--- src/logic/irq_pkg.sv ---
//////////////////////////////////////////////////
// Interrupt and timer subsystem shared types,
// register select codes and vector addresses
//////////////////////////////////////////////////

package irq_pkg;

  // Widths with a meaning of their own
  localparam int SPR_W    = 8;
  localparam int TM_W     = 12;
  localparam int NUM_INTS = 5;
  localparam int VEC_W    = 8;

  typedef logic [SPR_W-1:0]    spr_data_t;
  typedef logic [TM_W-1:0]     tm_count_t;
  typedef logic [NUM_INTS-1:0] int_flags_t;
  typedef logic [VEC_W-1:0]    vector_t;

  // Flag bit positions, highest priority first
  typedef enum logic [2:0] {
    INT0 = 3'd0,
    INTT = 3'd1,
    INT1 = 3'd2,
    INT2 = 3'd3,
    INTS = 3'd4   // Reserved, never set
  } int_idx_e;

  // Special register select on the write bus
  typedef enum logic [1:0] {
    SPR_MK  = 2'd0,
    SPR_TM0 = 2'd1,
    SPR_TM1 = 2'd2
  } spr_sel_e;

  //////////////////////////////////////////////////
  // Bundles

  typedef struct packed {
    logic      en;
    spr_sel_e  sel;
    spr_data_t data;
  } spr_wr_s;

  // Filtered edge requests, one cycle each
  typedef struct packed {
    logic int1;
    logic int2;
  } ext_req_s;

  //////////////////////////////////////////////////
  // Vector addresses

  localparam vector_t VEC_INT0 = 8'h04;
  localparam vector_t VEC_INTT = 8'h08;
  localparam vector_t VEC_INT1 = 8'h10;
  localparam vector_t VEC_INT2 = 8'h20;
  // Old software interrupt vector, now means no request
  localparam vector_t VEC_NONE = 8'h60;

  // All sources masked out of reset
  localparam spr_data_t MK_RESET = 8'hff;

endpackage
--- src/logic/irq_timer_top.sv ---
//////////////////////////////////////////////////
// Interrupt and timer subsystem top level
//////////////////////////////////////////////////

`timescale 1ns/1ps

module irq_timer_top
  import irq_pkg::*;
#(
  parameter int SAMPLE_DIV    = 12,
  parameter int PRESCALE_BITS = 3
) (
  input  logic       CLK,
  input  logic       rst_n,
  input  logic       int0,
  input  logic       int1,
  input  logic       int2,
  input  logic       stm,
  input  logic       ei,
  input  logic       di,
  input  logic       fetch_start,
  input  logic       irq_take,
  input  logic       skit,
  input  int_idx_e   skit_sel,
  input  spr_wr_s    spr_wr,
  output int_flags_t pending,
  output logic       irq_req,
  output vector_t    irq_vector,
  output logic       skit_hit,
  output logic       timer_uf
);

  ext_req_s ext_req;
  logic     mk5;

  // Edge filters for INT1 and INT2
  int_sampler #(
    .SAMPLE_DIV (SAMPLE_DIV)
  ) u_sampler (
    .CLK     (CLK),
    .rst_n   (rst_n),
    .int1    (int1),
    .int2    (int2),
    .mk5     (mk5),
    .ext_req (ext_req)
  );

  interval_timer #(
    .PRESCALE_BITS (PRESCALE_BITS)
  ) u_timer (
    .CLK      (CLK),
    .rst_n    (rst_n),
    .stm      (stm),
    .spr_wr   (spr_wr),
    .timer_uf (timer_uf)
  );

  // Combines the sampler and timer requests
  int_controller u_ctrl (
    .CLK         (CLK),
    .rst_n       (rst_n),
    .int0        (int0),
    .ext_req     (ext_req),
    .timer_uf    (timer_uf),
    .ei          (ei),
    .di          (di),
    .fetch_start (fetch_start),
    .irq_take    (irq_take),
    .skit        (skit),
    .skit_sel    (skit_sel),
    .spr_wr      (spr_wr),
    .mk5         (mk5),
    .pending     (pending),
    .irq_req     (irq_req),
    .irq_vector  (irq_vector),
    .skit_hit    (skit_hit)
  );

endmodule

--- src/logic/int_controller.sv ---
//////////////////////////////////////////////////
// Interrupt controller: pending flags, mask and
// enable, fetch latch, priority vector, skip test
//////////////////////////////////////////////////

`timescale 1ns/1ps

module int_controller
  import irq_pkg::*;
(
  input  logic       CLK,
  input  logic       rst_n,
  input  logic       int0,
  input  ext_req_s   ext_req,
  input  logic       timer_uf,
  input  logic       ei,
  input  logic       di,
  input  logic       fetch_start,
  input  logic       irq_take,
  input  logic       skit,
  input  int_idx_e   skit_sel,
  input  spr_wr_s    spr_wr,
  output logic       mk5,
  output int_flags_t pending,
  output logic       irq_req,
  output vector_t    irq_vector,
  output logic       skit_hit
);

  spr_data_t  mk;
  logic       ie;
  int_flags_t pend;
  int_flags_t pend_set;
  int_flags_t pend_clr;
  int_flags_t unmasked;
  int_flags_t latched;
  int_flags_t ack;
  int_flags_t skit_mask;
  logic       taken;

  //////////////////////////////////////////////////
  // Mask register and enable flag

  always_ff @(posedge CLK) begin
    if (!rst_n) begin
      mk <= MK_RESET;
    end else if (spr_wr.en && (spr_wr.sel == SPR_MK)) begin
      mk <= spr_wr.data;
    end
  end

  assign mk5 = mk[5];

  // Taking the vector also disables further interrupts
  assign taken = irq_take && irq_req;

  always_ff @(posedge CLK) begin
    if (!rst_n) begin
      ie <= 1'b0;
    end else if (taken || di) begin
      ie <= 1'b0;
    end else if (ei) begin
      ie <= 1'b1;
    end
  end

  //////////////////////////////////////////////////
  // Pending flags

  always_comb begin
    pend_set       = '0;
    pend_set[INT0] = int0 && !pend[INT0];
    pend_set[INTT] = timer_uf;
    pend_set[INT1] = ext_req.int1;
    pend_set[INT2] = ext_req.int2;
  end

  assign skit_mask = skit ? (int_flags_t'(1) << skit_sel) : '0;

  always_comb begin
    pend_clr = '0;
    // INT0 follows the level of its line
    pend_clr[INT0] = !int0;
    if (taken) begin
      pend_clr = pend_clr | ack;
    end
    pend_clr = pend_clr | skit_mask;
  end

  // A set wins over a clear in the same cycle
  always_ff @(posedge CLK) begin
    if (!rst_n) begin
      pend <= '0;
    end else begin
      pend <= (pend & ~pend_clr) | pend_set;
    end
  end

  assign pending  = pend;
  assign skit_hit = |(pend & skit_mask);

  //////////////////////////////////////////////////
  // Fetch latch and priority encoder

  always_comb begin
    unmasked       = '0;
    unmasked[INT0] = ie && !mk[0];
    unmasked[INTT] = ie && !mk[1];
    unmasked[INT1] = ie && !mk[2];
    unmasked[INT2] = ie && !mk[3];
  end

  always_ff @(posedge CLK) begin
    if (!rst_n) begin
      latched <= '0;
    end else if (fetch_start) begin
      latched <= pend & unmasked;
    end
  end

  assign irq_req = |latched;

  // Lowest set bit has the highest priority
  assign ack = latched & (~latched + 1'b1);

  always_comb begin
    case (1'b1)
      ack[INT0]: irq_vector = VEC_INT0;
      ack[INTT]: irq_vector = VEC_INTT;
      ack[INT1]: irq_vector = VEC_INT1;
      ack[INT2]: irq_vector = VEC_INT2;
      default:   irq_vector = VEC_NONE;
    endcase
  end

endmodule

--- src/logic/interval_timer.sv ---
//////////////////////////////////////////////////
// Interval timer: TM0/TM1 reload register and a
// prescaled 12-bit down counter with underflow
//////////////////////////////////////////////////

`timescale 1ns/1ps

module interval_timer
  import irq_pkg::*;
#(
  parameter int PRESCALE_BITS = 3
) (
  input  logic    CLK,
  input  logic    rst_n,
  input  logic    stm,
  input  spr_wr_s spr_wr,
  output logic    timer_uf
);

  localparam int CNT_W = TM_W + PRESCALE_BITS;

  typedef logic [CNT_W-1:0] timer_cnt_t;

  tm_count_t  tm;
  timer_cnt_t count;
  timer_cnt_t reload_val;
  logic       wr_tm0;
  logic       wr_tm1;

  //////////////////////////////////////////////////
  // Reload register

  assign wr_tm0 = spr_wr.en && (spr_wr.sel == SPR_TM0);
  assign wr_tm1 = spr_wr.en && (spr_wr.sel == SPR_TM1);

  always_ff @(posedge CLK) begin
    if (!rst_n) begin
      tm <= '1;
    end else begin
      if (wr_tm0) begin
        tm[7:0] <= spr_wr.data;
      end
      // Only the low nibble exists in TM1
      if (wr_tm1) begin
        tm[11:8] <= spr_wr.data[3:0];
      end
    end
  end

  //////////////////////////////////////////////////
  // Prescaled down counter

  // Prescaler restarts from all ones on every reload
  assign reload_val = {tm, {PRESCALE_BITS{1'b1}}};

  // Underflow is the cycle spent at zero
  assign timer_uf = (count == '0);

  always_ff @(posedge CLK) begin
    if (!rst_n) begin
      count <= '1;
    end else if (timer_uf || stm) begin
      count <= reload_val;
    end else begin
      count <= count - 1'b1;
    end
  end

endmodule

--- src/logic/int_sampler.sv ---
//////////////////////////////////////////////////
// External interrupt sampler: divided sample tick
// and edge filters for the INT1 and INT2 lines
//////////////////////////////////////////////////

`timescale 1ns/1ps

module int_sampler
  import irq_pkg::*;
#(
  parameter int SAMPLE_DIV = 12
) (
  input  logic     CLK,
  input  logic     rst_n,
  input  logic     int1,
  input  logic     int2,
  input  logic     mk5,
  output ext_req_s ext_req
);

  localparam int DIV_W = (SAMPLE_DIV > 1) ? $clog2(SAMPLE_DIV) : 1;

  typedef logic [DIV_W-1:0] div_cnt_t;

  localparam div_cnt_t DIV_LAST = div_cnt_t'(SAMPLE_DIV - 1);

  div_cnt_t   div_cnt;
  logic       tick;
  logic [3:0] hist1;
  logic [3:0] hist2;
  logic       int2_pol;

  //////////////////////////////////////////////////
  // Sample clock divider

  assign tick = (div_cnt == DIV_LAST);

  always_ff @(posedge CLK) begin
    if (!rst_n) begin
      div_cnt <= '0;
    end else if (tick) begin
      div_cnt <= '0;
    end else begin
      div_cnt <= div_cnt + 1'b1;
    end
  end

  //////////////////////////////////////////////////
  // Sample histories

  // MK bit 5 clear inverts the INT2 line
  assign int2_pol = int2 ^ ~mk5;

  always_ff @(posedge CLK) begin
    if (!rst_n) begin
      hist1 <= '0;
      hist2 <= '0;
    end else if (tick) begin
      hist1 <= {hist1[2:0], int1};
      hist2 <= {hist2[2:0], int2_pol};
    end
  end

  // One low sample followed by three high ones, oldest in bit 3
  assign ext_req.int1 = tick && (hist1 == 4'b0111);
  assign ext_req.int2 = tick && (hist2 == 4'b0111);

endmodule

--- config.mk ---
export PLATFORM = sky130hd
export DESIGN_NAME = irq_timer_top
export DESIGN_NICKNAME = d
export VERILOG_FILES = /design/src/logic/irq_pkg.sv /design/src/logic/irq_timer_top.sv /design/src/logic/int_controller.sv /design/src/logic/interval_timer.sv /design/src/logic/int_sampler.sv
export SDC_FILE = /design/constraint.sdc
export NUM_CORES = 1
export LEC_CHECK = 0
export BUFFER_PORTS_ARGS = -buffer_cell sky130_fd_sc_hd__buf_4
export CAP_MARGIN = 20
export CORE_UTILIZATION = 55
export DETAILED_ROUTE_END_ITERATION = 12
export PLACE_DENSITY = 0.78
export SLEW_MARGIN = 20
export SYNTH_ARGS = -nofsm -noshare
export SYNTH_HDL_FRONTEND = slang
export SYNTH_SLANG_ARGS = --single-unit
--- constraint.sdc ---
create_clock -name CLK -period 1.8 [get_ports CLK]
set_input_delay 0.27 -clock CLK [delete_from_list [all_inputs] [get_ports CLK]]
set_output_delay 0.27 -clock CLK [all_outputs]
set_load 0.005 [all_outputs]
==> results.json <==
{
  "cts_tree": "yes",
  "route.met2.wl_mm": 2.187,
  "routed_wl_mm": 4.927,
  "regToRegStartpoint": "u_timer.count[2]",
  "grt_usage_pct": 22.85,
  "synth_edf_count": 0,
  "rows": 23,
  "syn_area_per_cell_um2": 9.125,
  "yosysWarnings": 0,
  "ys_top_cells_by_area": "dfxtp_1 45%, mux2i_1 7.0%, nand2_1 7.0%",
  "synth_cells": 266,
  "routedWlPerCell_um": 13.80,
  "postSynth.asyncResetShare_pct": 0,
  "drv_cap": 0,
  "ir_drop_mv": 0.5595,
  "final_util_pct": 70.02,
  "clock.fmax_ghz": 0.5891,
  "grt-ovfl-total": 0,
  "synth_top_area_cell": "dfxtp_1",
  "path_max_fanout": 3,
  "drt-pass1-iter-count": 4,
  "antenna_found_initial": 0,
  "cp-end-kind": "output pin",
  "finalSetupViolations": 0,
  "dp_hpwl_mm": 3.591,
  "grt_pass1_vias": 1661,
  "antenna_cells": 0,
  "fin_crit_sh_pct": 94.31,
  "area_growth_pct": 18.71,
  "dp.cells": 349,
  "yosysTopAreaCellShare_pct": 44.54,
  "clock-sinks": 54,
  "die_area_um2": 4683,
  "grt_pass1_wl_mm": 7.831,
  "yosysSeqAreaShare_pct": 44.54,
  "drive_above_1_share_pct": 23.13,
  "hp-class": "in -> reg",
  "gp_congestion": 0.8162,
  "synth_seq_cells": 54,
  "die_x_um": 68.43,
  "drc": 0,
  "drt_iter0_drc": 108,
  "numPortBuffers": 37,
  "finalSetupTns_ns": 0,
  "r2r_cells": 4,
  "p_leak_nw": 1.256,
  "slew_headroom_pct": 66.13,
  "drt-vias-per-instance": 5.378,
  "core-area_um2": 4115,
  "min_path_cells": 2,
  "io_pins": 41,
  "path_class": "reg -> out",
  "synth_cell_types": 45,
  "grt_max_degree": 29,
  "finalCriticalPeriod_ns": 1.697,
  "min_delay_worst_endpoint": "u_ctrl.ie",
  "p_total_mw": 2.176,
  "worstPathRequired_ns": 1.53,
  "fin_cells": 357,
  "status": "completed",
  "cts-htree-levels": 2,
  "clk_latency_ns": 0.30,
  "antenna_left": 0,
  "vias": 1920,
  "m1WireLength_mm": 2.519,
  "rrSetupSlack_ns": 0.15,
  "cts_buffer_depth": 2,
  "start_util_pct": 58.98,
  "final_max_slew_viol_count": 0,
  "worst_ep_arrival_time_ns": 1.43,
  "hp-start": "di",
  "start_kind": "register",
  "powerDensity_nw_per_um2": 755.3,
  "r2r_end": "u_timer.count[7]",
  "dominantRegCellSynth": "dfxtp_1",
  "path_clk_slew_ns": 0.09,
  "syn_area_um2": 2427,
  "tightestPinTransition_ns": 0.5062,
  "cts_made_buffers": 5,
  "hold_viol": 0,
  "die_y_um": 68.43,
  "skew_ns": 0.007514,
  "cts_root_buffer": "clkbuf_8",
  "routed-wl-met3_um": 142,
  "rsz0062_at_grt": "false",
  "cts_hold_buffers": 0,
  "nNetsFinal": 334,
  "top_layer": "met4"
}
-- logic make-up after synthesis --
family	share of synthesized area (%)
DFF	44.54
buffers and inverters	4.124
other	0.1545
AOI/OAI and AO/OA	9.382
xor gates and xnor gates	5.052
adders and majority gates	1.547
muxes	7.474
and+or+nand+nor	27.73
-- critical path, stage by stage, from the launching register on --
cell and delay, ns:
dfxtp_2 0.34, inv_1 0.07, ha_1 0.15, nor4b_4 0.20, nand4_1 0.18, inv_1 0.09
buf_4 0.10
-- power breakdown --
part	switching (mW)	internal, mW
clock network	0.394	0.317
registers	0.0414	1.23
logic	0.0950	0.0947
-- area by class of cell --
class / count / area (um^2)
multi-input combinational: 195 / 1280
clock inverter: 2 / 16.27
inverter: 5 / 18.77
tap: 50 / 62.56
sequential: 54 / 1084
timing repair buffer: 45 / 337.8
fill: 338 / 1234
clock buffer: 6 / 82.58
-- cell usage in the layout, fill, tap and decap left out, types with 4 or more instances in the layout --
master / n
clkbuf_8: 6
inv_1: 4
nand2_1: 45
xor2_1: 6
dfxtp_1: 52
nand3b_1: 5
nor2_1: 29
nand3_1: 12
a21oi_1: 10
a22oi_1: 5
o211ai_1: 6
nand4b_1: 6
mux2i_1: 17
nand2b_1: 4
buf_4: 45
xnor2_1: 8
-- synthesized netlist by cell type, types with 3 or more instances --
| master | instances |
|---|---|
| a31oi_1 | 3 |
| nand3_1 | 12 |
| nand2b_1 | 4 |
| nand4b_1 | 6 |
| ha_1 | 3 |
| nand3b_1 | 5 |
| xor2_1 | 6 |
| o211ai_1 | 6 |
| nand2_1 | 45 |
| a22oi_1 | 5 |
| inv_1 | 5 |
| a21oi_1 | 10 |
| clkbuf_1 | 4 |
| nor3b_1 | 3 |
| buf_4 | 5 |
| xnor2_1 | 8 |
| dfxtp_1 | 54 |
| nor2_1 | 30 |
| mux2i_1 | 17 |
-- per-layer routing --
layer  vias to the layer above  GRT usage (%)
met5                         -              0
met4                         0          7.813
met3                         6          4.500
met2                        36          34.07
met1                       873          32.52
li1                       1005              -
-- how the worst max path moves through the flow --
stage | end | depth (start not counted) | startpoint
6_report | timer_uf | 6 | u_timer.count[1]
3_3_place_gp | u_timer.count[9] | 6 | u_timer.count[0]
5_1_grt | timer_uf | 6 | u_timer.count[1]
2_1_floorplan | u_timer.count[14] | 6 | u_timer.count[0]
3_5_place_dp | u_timer.count[9] | 6 | u_timer.count[0]
4_1_cts | timer_uf | 6 | u_timer.count[0]
-- flip-flops by register name, summed over array words and instances (netlist names) --
signal,count
u_timer.tm,12
u_ctrl.ie,1
u_sampler.hist2,4
u_ctrl.mk,5
u_ctrl.pending,5
u_timer.count,15
u_ctrl.latched,4
u_sampler.div_cnt,4
u_sampler.hist1,4
-- through the flow --
stage / worst slack [ns] / hold slack [ns] / instance area (um^2)
after floorplan: 0.2112 / 0.3531 / 2435
after global placement: 0.1552 / 0.3962 / 2754
after detailed placement: 0.05934 / 0.4110 / 2754
after CTS: 0.02138 / 0.1179 / 2859
after global routing: 0.002287 / 0.1211 / 2882
final: 0.1025 / 0.1249 / 2882
-- what timing repair did --
action / CTS / global route
gates resized for setup: 1 / 6
cloned: 0 / 0
endpoints found under the setup margin: 1 / 7
pin swaps: 0 / 1
buffers inserted: 0 / 0
(Power assumes the default switching activity.)
